==> src/hdl/frame_pkg.sv <==
`default_nettype none

package frame_pkg;

    // ------------------------------
    // Frame bytes
    // ------------------------------
    localparam logic [7:0] SOF_DEVICE_TO_HOST = 8'h5A;  // Device to host start of frame
    localparam logic [7:0] CMD_RESET          = 8'hFF;  // RESET echo, frame ends after CMD

    // Read statuses that still carry address and data
    localparam logic [7:0] STATUS_OK      = 8'h00;
    localparam logic [7:0] STATUS_OK_ALT0 = 8'h40;
    localparam logic [7:0] STATUS_OK_ALT1 = 8'h80;

    // ------------------------------
    // Sizes
    // ------------------------------
    localparam int MAX_DATA_BYTES = 64;  // Response buffer depth
    localparam int DATA_COUNT_W   = 7;   // Holds 0..64
    localparam int ADDR_BYTES     = 4;   // Address echo, LSB first on the wire

    // CRC-8, MSB first, init 0x00, no final xor
    localparam logic [7:0] CRC_POLY = 8'h07;

    // ------------------------------
    // Command echo views
    // ------------------------------
    typedef struct packed {
        logic       is_read;  // Bit 7 set for read commands
        logic [6:0] opcode;   // Remaining command bits
    } cmd_fields_t;

    // Same byte seen as raw code or as direction plus opcode
    typedef union packed {
        logic [7:0]  raw;     // Compared against CMD_RESET
        cmd_fields_t fields;  // Read or write decode
    } cmd_echo_t;

endpackage

`default_nettype wire

==> src/hdl/request_capture.sv <==
`default_nettype none

module request_capture (
    input  logic                            clk,
    input  logic                            rst,
    input  logic                            soft_reset_request,
    input  logic                            build_response,
    input  logic                            busy,                // Sequencer not idle
    input  logic [7:0]                      status_code,
    input  frame_pkg::cmd_echo_t            cmd_echo,
    input  logic [8*frame_pkg::ADDR_BYTES-1:0] addr_echo,
    input  logic [7:0]                      response_data [0:frame_pkg::MAX_DATA_BYTES-1],
    input  logic [frame_pkg::DATA_COUNT_W-1:0] response_data_count,
    input  logic [frame_pkg::DATA_COUNT_W-1:0] data_index,    // From sequencer
    output logic                            frame_start,         // One cycle after capture
    output logic [7:0]                      status_q,
    output frame_pkg::cmd_echo_t            cmd_q,
    output logic [8*frame_pkg::ADDR_BYTES-1:0] addr_q,
    output logic [frame_pkg::DATA_COUNT_W-1:0] count_q,
    output logic [7:0]                      data_byte            // Buffered byte at data_index
);

    import frame_pkg::*;

    logic       build_prev;                   // build_response at previous edge
    logic       capture;                      // Accept a new request this edge
    logic [7:0] data_buf [0:MAX_DATA_BYTES-1];

    // Rising edge while idle; frame_start covers the cycle before busy rises
    assign capture = build_response && !build_prev && !busy && !frame_start;

    // ------------------------------
    // Request fields
    // ------------------------------
    always_ff @(posedge clk) begin
        if (rst || soft_reset_request) begin
            build_prev  <= 1'b0;
            frame_start <= 1'b0;
            status_q    <= '0;
            cmd_q       <= '0;
            addr_q      <= '0;
            count_q     <= '0;
        end else begin
            build_prev  <= build_response;
            frame_start <= capture;           // Sequencer leaves idle on this
            if (capture) begin
                status_q <= status_code;
                cmd_q    <= cmd_echo;
                addr_q   <= addr_echo;
                // Count above buffer depth is clipped, not rejected
                if (response_data_count > DATA_COUNT_W'(MAX_DATA_BYTES)) begin
                    count_q <= DATA_COUNT_W'(MAX_DATA_BYTES);
                end else begin
                    count_q <= response_data_count;
                end
            end
        end
    end

    // ------------------------------
    // Data buffer
    // ------------------------------
    always_ff @(posedge clk) begin
        if (rst || soft_reset_request) begin
            for (int i = 0; i < MAX_DATA_BYTES; i++) begin
                data_buf[i] <= '0;
            end
        end else if (capture) begin
            // Whole buffer copied, only count_q bytes are ever read
            for (int i = 0; i < MAX_DATA_BYTES; i++) begin
                data_buf[i] <= response_data[i];
            end
        end
    end

    // Index reaches MAX_DATA_BYTES after the last byte of a full buffer
    always_comb begin
        if (data_index < DATA_COUNT_W'(MAX_DATA_BYTES)) begin
            data_byte = data_buf[data_index[DATA_COUNT_W-2:0]];
        end else begin
            data_byte = 8'h00;
        end
    end

endmodule

`default_nettype wire

==> src/hdl/frame_sequencer.sv <==
`default_nettype none

module frame_sequencer (
    input  logic                            clk,
    input  logic                            rst,
    input  logic                            soft_reset_request,
    input  logic                            frame_start,
    input  logic [7:0]                      status_q,
    input  frame_pkg::cmd_echo_t            cmd_q,
    input  logic [8*frame_pkg::ADDR_BYTES-1:0] addr_q,
    input  logic [frame_pkg::DATA_COUNT_W-1:0] count_q,
    input  logic [7:0]                      data_byte,
    input  logic                            tx_fifo_full,
    output logic                            busy,
    output logic [frame_pkg::DATA_COUNT_W-1:0] data_index,
    output logic                            byte_valid,   // Byte accepted this cycle
    output logic [7:0]                      byte_data,
    output logic                            crc_include,  // Fold byte into CRC
    output logic                            crc_send,     // Emit CRC register instead
    output logic                            crc_clear     // Held while idle
);

    import frame_pkg::*;

    typedef enum logic [3:0] {
        IDLE,
        SOF,
        STATUS,
        CMD,
        ADDR,
        DATA,
        CRC,
        DONE,
        GAP
    } seq_state_t;

    seq_state_t state, state_next;

    logic [1:0] addr_cnt;  // Address byte being sent, LSB first
    logic       read_ok;   // Read with a success status

    assign read_ok = (status_q == STATUS_OK) ||
                     (status_q == STATUS_OK_ALT0) ||
                     (status_q == STATUS_OK_ALT1);

    assign busy = (state != IDLE);

    // ------------------------------
    // Byte selection and next state
    // ------------------------------
    always_comb begin
        state_next  = state;
        byte_valid  = 1'b0;
        byte_data   = 8'h00;
        crc_include = 1'b0;
        crc_send    = 1'b0;
        crc_clear   = 1'b0;

        case (state)
            IDLE: begin
                crc_clear = 1'b1;                 // Fresh CRC for every frame
                if (frame_start) begin
                    state_next = SOF;
                end
            end
            SOF: begin
                if (!tx_fifo_full) begin
                    byte_valid = 1'b1;
                    byte_data  = SOF_DEVICE_TO_HOST;  // Not part of the CRC
                    state_next = STATUS;
                end
            end
            STATUS: begin
                if (!tx_fifo_full) begin
                    byte_valid  = 1'b1;
                    byte_data   = status_q;
                    crc_include = 1'b1;
                    state_next  = CMD;
                end
            end
            CMD: begin
                if (!tx_fifo_full) begin
                    byte_valid  = 1'b1;
                    byte_data   = cmd_q.raw;
                    crc_include = 1'b1;
                    // Frame form decided here
                    if (cmd_q.raw == CMD_RESET) begin
                        state_next = IDLE;        // No CRC, no completion
                    end else if (cmd_q.fields.is_read && read_ok) begin
                        state_next = ADDR;
                    end else begin
                        state_next = CRC;         // Write ack or read error
                    end
                end
            end
            ADDR: begin
                if (!tx_fifo_full) begin
                    byte_valid  = 1'b1;
                    byte_data   = addr_q[{addr_cnt, 3'b000} +: 8];
                    crc_include = 1'b1;
                    if (addr_cnt == 2'(ADDR_BYTES - 1)) begin
                        state_next = (count_q == '0) ? CRC : DATA;  // Empty read skips DATA
                    end
                end
            end
            DATA: begin
                if (!tx_fifo_full) begin
                    byte_valid  = 1'b1;
                    byte_data   = data_byte;
                    crc_include = 1'b1;
                    if (data_index + 1'b1 == count_q) begin
                        state_next = CRC;
                    end
                end
            end
            CRC: begin
                if (!tx_fifo_full) begin
                    byte_valid = 1'b1;
                    crc_send   = 1'b1;            // Emitter substitutes its register
                    state_next = DONE;
                end
            end
            DONE:    state_next = GAP;            // Completion registered at end of this
            GAP:     state_next = IDLE;           // Spacing between frames
            default: state_next = IDLE;
        endcase
    end

    // ------------------------------
    // State and byte counters
    // ------------------------------
    always_ff @(posedge clk) begin
        if (rst || soft_reset_request) begin
            state      <= IDLE;
            addr_cnt   <= '0;
            data_index <= '0;
        end else begin
            state <= state_next;
            if (state == IDLE) begin
                addr_cnt   <= '0;
                data_index <= '0;
            end else begin
                if (state == ADDR && byte_valid) addr_cnt <= addr_cnt + 1'b1;
                if (state == DATA && byte_valid) data_index <= data_index + 1'b1;
            end
        end
    end

endmodule

`default_nettype wire

==> src/hdl/frame_emitter.sv <==
`default_nettype none

module frame_emitter (
    input  logic       clk,
    input  logic       rst,
    input  logic       soft_reset_request,
    input  logic       byte_valid,
    input  logic [7:0] byte_data,
    input  logic       crc_include,
    input  logic       crc_send,
    input  logic       crc_clear,
    output logic [7:0] tx_fifo_data,       // Registered
    output logic       tx_fifo_wr_en,      // One cycle after byte_valid
    output logic       response_complete
);

    import frame_pkg::*;

    logic [7:0] crc_q;
    logic       crc_written;  // Last FIFO write carried the CRC

    // One byte through CRC-8 with MSB first
    function automatic logic [7:0] crc8_byte(input logic [7:0] crc_in, input logic [7:0] din);
        logic [7:0] c;
        c = crc_in ^ din;
        for (int i = 0; i < 8; i++) begin
            c = c[7] ? ((c << 1) ^ CRC_POLY) : (c << 1);
        end
        return c;
    endfunction

    // ------------------------------
    // CRC register
    // ------------------------------
    always_ff @(posedge clk) begin
        if (rst || soft_reset_request || crc_clear) begin
            crc_q <= 8'h00;
        end else if (byte_valid && crc_include) begin
            crc_q <= crc8_byte(crc_q, byte_data);
        end
    end

    // ------------------------------
    // FIFO write port
    // ------------------------------
    always_ff @(posedge clk) begin
        if (byte_valid) begin
            tx_fifo_data <= crc_send ? crc_q : byte_data;  // Frame byte or CRC register
        end
    end

    always_ff @(posedge clk) begin
        if (rst || soft_reset_request) begin
            tx_fifo_wr_en     <= 1'b0;
            crc_written       <= 1'b0;
            response_complete <= 1'b0;
        end else begin
            tx_fifo_wr_en     <= byte_valid;
            crc_written       <= byte_valid && crc_send;
            response_complete <= crc_written;   // Cycle after the CRC write
        end
    end

endmodule

`default_nettype wire

==> src/hdl/frame_builder_top.sv <==
`default_nettype none

module frame_builder_top (
    input  logic                            clk,
    input  logic                            rst,
    input  logic                            soft_reset_request,  // Abort and clear
    input  logic                            build_response,      // Rising edge starts a frame
    input  logic [7:0]                      status_code,
    input  frame_pkg::cmd_echo_t            cmd_echo,
    input  logic [8*frame_pkg::ADDR_BYTES-1:0] addr_echo,
    input  logic [7:0]                      response_data [0:frame_pkg::MAX_DATA_BYTES-1],
    input  logic [frame_pkg::DATA_COUNT_W-1:0] response_data_count,
    input  logic                            tx_fifo_full,        // Must rise with one slot left
    output logic [7:0]                      tx_fifo_data,
    output logic                            tx_fifo_wr_en,
    output logic                            builder_busy,
    output logic                            response_complete
);

    import frame_pkg::*;

    // Capture to sequencer
    logic                       frame_start;
    logic [7:0]                 status_q;
    cmd_echo_t                  cmd_q;
    logic [8*ADDR_BYTES-1:0]    addr_q;
    logic [DATA_COUNT_W-1:0]    count_q;
    logic [7:0]                 data_byte;
    logic [DATA_COUNT_W-1:0]    data_index;

    // Sequencer to emitter
    logic       byte_valid;
    logic [7:0] byte_data;
    logic       crc_include;
    logic       crc_send;
    logic       crc_clear;

    // ------------------------------
    // Input side
    // ------------------------------
    request_capture u_capture (
        .clk                 (clk),
        .rst                 (rst),
        .soft_reset_request  (soft_reset_request),
        .build_response      (build_response),
        .busy                (builder_busy),      // Blocks capture mid-frame
        .status_code         (status_code),
        .cmd_echo            (cmd_echo),
        .addr_echo           (addr_echo),
        .response_data       (response_data),
        .response_data_count (response_data_count),
        .data_index          (data_index),
        .frame_start         (frame_start),
        .status_q            (status_q),
        .cmd_q               (cmd_q),
        .addr_q              (addr_q),
        .count_q             (count_q),
        .data_byte           (data_byte)
    );

    frame_sequencer u_sequencer (
        .clk (clk), .rst (rst), .soft_reset_request (soft_reset_request),
        .frame_start (frame_start), .status_q (status_q), .cmd_q (cmd_q),
        .addr_q (addr_q), .count_q (count_q), .data_byte (data_byte),
        .tx_fifo_full (tx_fifo_full), .busy (builder_busy), .data_index (data_index),
        .byte_valid (byte_valid), .byte_data (byte_data), .crc_include (crc_include),
        .crc_send (crc_send), .crc_clear (crc_clear)
    );

    // Output side, FIFO port and completion
    frame_emitter u_emitter (
        .clk (clk), .rst (rst), .soft_reset_request (soft_reset_request),
        .byte_valid (byte_valid), .byte_data (byte_data), .crc_include (crc_include),
        .crc_send (crc_send), .crc_clear (crc_clear), .tx_fifo_data (tx_fifo_data),
        .tx_fifo_wr_en (tx_fifo_wr_en), .response_complete (response_complete)
    );

endmodule

`default_nettype wire

==> config.mk <==
export PLATFORM = sky130hd
export DESIGN_NAME = frame_builder_top
export DESIGN_NICKNAME = d
export VERILOG_FILES = /design/src/hdl/frame_pkg.sv /design/src/hdl/request_capture.sv /design/src/hdl/frame_sequencer.sv /design/src/hdl/frame_emitter.sv /design/src/hdl/frame_builder_top.sv
export SDC_FILE = /design/constraint.sdc
export NUM_CORES = 1
export LEC_CHECK = 0
export BUFFER_PORTS_ARGS = -buffer_cell sky130_fd_sc_hd__buf_4
export CORE_MARGIN = 3
export CORE_UTILIZATION = 55
export CTS_CLUSTER_SIZE = 12
export DETAILED_ROUTE_END_ITERATION = 12
export PLACE_DENSITY_LB_ADDON = 0.3
export SLEW_MARGIN = 40
export SYNTH_ARGS = -nofsm -noshare
export SYNTH_HDL_FRONTEND = slang
export SYNTH_SLANG_ARGS = --single-unit
export TNS_END_PERCENT = 10
==> constraint.sdc <==
create_clock -name clk -period 17.5 [get_ports clk]
set_input_delay 1.75 -clock clk [delete_from_list [all_inputs] [get_ports clk]]
set_output_delay 1.75 -clock clk [all_outputs]
set_load 0.01 [all_outputs]
==> impl_metrics.yaml <==
status:
  status: "finished, final reports clean"
logic_synthesis:
  synth_area_mm2: 0.0278
  synth-seq-cells: 607
  ys_top_cells_by_area: "edfxtp_1, dfxtp_1, and3_1"
  synthFlopType: "edfxtp_1"
  ys_types: 74
  synthArstFlopShare_pct: 0
  syn_avg_cell_area_um2: 14.7
  yosysWarnings: 0
  yosysSeqAreaShare_pct: 62.5
  syn_nets: 2463
  synth_edf_count: 520
  synthDominantCellAreaShare_pct: 56.2
  synthCells: 1889
  yosysTopAreaCell: "edfxtp_1"
sta:
  setup_violations: 0
  relSlewSlack_pct: 42.6
  rsz0062_at_grt: "false"
  final.setup.tns_ns: 0
  worst_clock_skew_ns: 0.0170
  hold_viol_final: 0
  drv_slew: 0
  final.period_utilization_pct: 28.8
  worst_pin_slew_ns: 0.859
  timing.hold.ws_ns: 0.425
  fin_crit_ns: 5.03
  max_freq_mhz: 199
clock_tree:
  post-cts-setup-buffer-count: 0
  cts_buffers: 61
  clock-sinks: 607
  clockBufferDepth: 3
  ctsHoldBuffers: 0
  cts_htree_levels: 2
  cts_tree: "done"
  cts-root-buf: "clkbuf_16"
  clk_pin_slew_ns: 0.06
  clock_latency_ns: 0.62
  ctsResizeCount: 0
die:
  dieWidth_um: 231
  start_util_pct: 56.2
  fp-row-count: 81
  die-height_um: 231
  core_mm2: 0.0495
  pin_count: 583
  die_area_mm2: 0.0533
grt:
  antenna_found_initial: 5
  grt_util_all_layers_pct: 30.4
  grt_max_degree: 183
  grt_overflow: 0
  grt_pass1_vias: 18800
  grt_pass1_wl_mm: 119
setup_path:
  cp-end-kind: "flip-flop"
  crit_arrival_ns: 5.59
  cpMaxStageDelayCell: "dfxtp_4"
  cpPeakStageDelay_ns: 0.85
  worstPathRequired_ns: 18.06
  cp_max_fo: 54
  cpMostUsedCell: "xnor2_1"
  crit_type: "reg2reg"
  crit_chain: "buf_4 -> buf_4 -> mux4_1 -> mux4_2 -> a41oi_1 -> o211ai_1 -> xnor2_1 -> xnor2_1 -> xnor2_1 -> or4_1 -> nand2_1"
  critPathLaunchType: "flip-flop"
  rr_worst_depth: 11
placed_design:
  dp.cells: 3000
  io_buffers: 582
  hpwl_mm: 59.2
  place.gp.congestion: 0.877
  placed_cell_area_mm2: 0.0323
run:
  max-cap-violations: 0
drt:
  ant_nets: 0
  via_per_inst: 6.03
  vias: 18800
  wl_per_cell_um: 26.6
  firstDrtPassIters: 5
  drt_wl_total_mm: 82.9
  drtIter0Drc: 2027
  drc_errors: 0
layout:
  drive_above_1_share_pct: 32.8
  area_growth_pct: 23.1
  instances_no_fill: 3112
  layout.nets: 2976
  stdcell_area_mm2: 0.0342
worst_hold_path:
  hold_path_class: "reg2reg"
  hp-start: "u_emitter.crc_written"
  min_path_cells: 1
pwr:
  p_per_area_mw_per_mm2: 91.8
  ir_worst_vdd_mv: 0.0755
  cellLeakagePower_nw: 14.8
## flip-flops by register name (all words and copies together) (netlist names), named ones only
name	flops
u_capture.build_prev	1
u_capture.status_q	8
u_capture.data_buf	512
u_emitter.crc_written	1
u_capture.cmd_q	8
u_sequencer.addr_cnt	2
u_capture.count_q	7
u_emitter.response_complete	1
u_emitter.crc_q	8
u_capture.frame_start	1
u_emitter.tx_fifo_data	8
u_emitter.tx_fifo_wr_en	1
u_sequencer.state	4
u_sequencer.data_index	7
u_capture.addr_q	32
## cells in the final DEF (no fill, tap or decap), drive strengths merged, types with 32 or more instances in the layout
| master | count |
|---|---|
| a21oi | 32 |
| nor2 | 61 |
| and2 | 247 |
| mux2i | 38 |
| edfxtp | 520 |
| nand2 | 46 |
| dfxtp | 87 |
| buf | 604 |
| clkbuf | 82 |
| a22o | 59 |
| and3 | 277 |
| mux4 | 119 |
## metal layers
metal | track usage, % | vias up | wire length, um
met1 | 41.0 | 9279 | 32300
met4 | 11.3 | 0 | 3010
li1 | - | 8307 | -
met2 | 50.4 | 1006 | 40900
met5 | 0 | - | 0
met3 | 4.75 | 158 | 6650
## power by group
part           internal (mW)  leakage [nW]  total, mW  switching, mW
clock network          0.657         0.855       1.19          0.531
logic                  0.140          7.33      0.257          0.117
registers               1.66          6.64       1.69         0.0306
total                   2.46          14.8       3.14          0.678
## per-stage QoR
stage          util (%)  power [mW]  setup slack, ns
6_report           69.2        3.14            12.47
5_1_grt            69.1        3.23            12.30
4_1_cts            68.9        3.15            12.49
3_5_place_dp       65.4        1.98            12.51
3_3_place_gp       65.3        1.97            12.51
2_1_floorplan         -        1.84             4.23
## kinds of logic after synthesis
group	count (synthesis)	share of synthesized area [%]
xor gates and xnor gates	39	1.39
muxes	178	12.5
DFF	607	62.5
and+or+nand+nor	710	15.1
buffers and inverters	161	3.32
adders and majority gates	2	0.0900
AOI/OAI and AO/OA	192	5.20
## path summary, 6_finish.rpt
check,end,slack [ns]
max reg2reg,u_emitter.crc_q[5],12.47
max,u_emitter.crc_q[5],12.47
min,u_emitter.response_complete,0.43
min reg2reg,u_emitter.response_complete,0.43
## area by class of cell
cell class,instances,area (um2)
Multi-Input combinational cell,1121,9550
Sequential cell,607,17400
Antenna cell,7,17.5
Inverter,7,38.8
Clock buffer,82,1630
Fill cell,3451,15300
Tap cell,664,831
Clock inverter,20,120
Timing Repair Buffer,604,4650
## critical path, delay by kind of cell (launching register included)
kind | cells | cell delay (ns)
buffers and inverters | 2 | 1.42
flip-flops | 1 | 0.85
XOR/XNOR | 3 | 0.65
multiplexers | 2 | 0.99
AND/OR/NAND/NOR | 2 | 0.48
AO/OA/AOI/OAI | 2 | 0.47
## cell usage after synthesis, types with 13 or more instances
| cell type | instances |
|---|---|
| clkbuf_1 | 111 |
| nor2_1 | 61 |
| nand2_1 | 46 |
| and3_1 | 277 |
| mux2_2 | 21 |
| a22oi_1 | 21 |
| and2_1 | 245 |
| edfxtp_1 | 520 |
| a21oi_1 | 31 |
| xor2_1 | 14 |
| mux4_1 | 44 |
| nand3_1 | 13 |
| xnor2_1 | 21 |
| mux2i_1 | 38 |
| mux4_2 | 75 |
| o21ai_0 | 16 |
| dfxtp_1 | 87 |
| a22o_1 | 59 |
No activity file was read; power rests on OpenSTA's default activity.
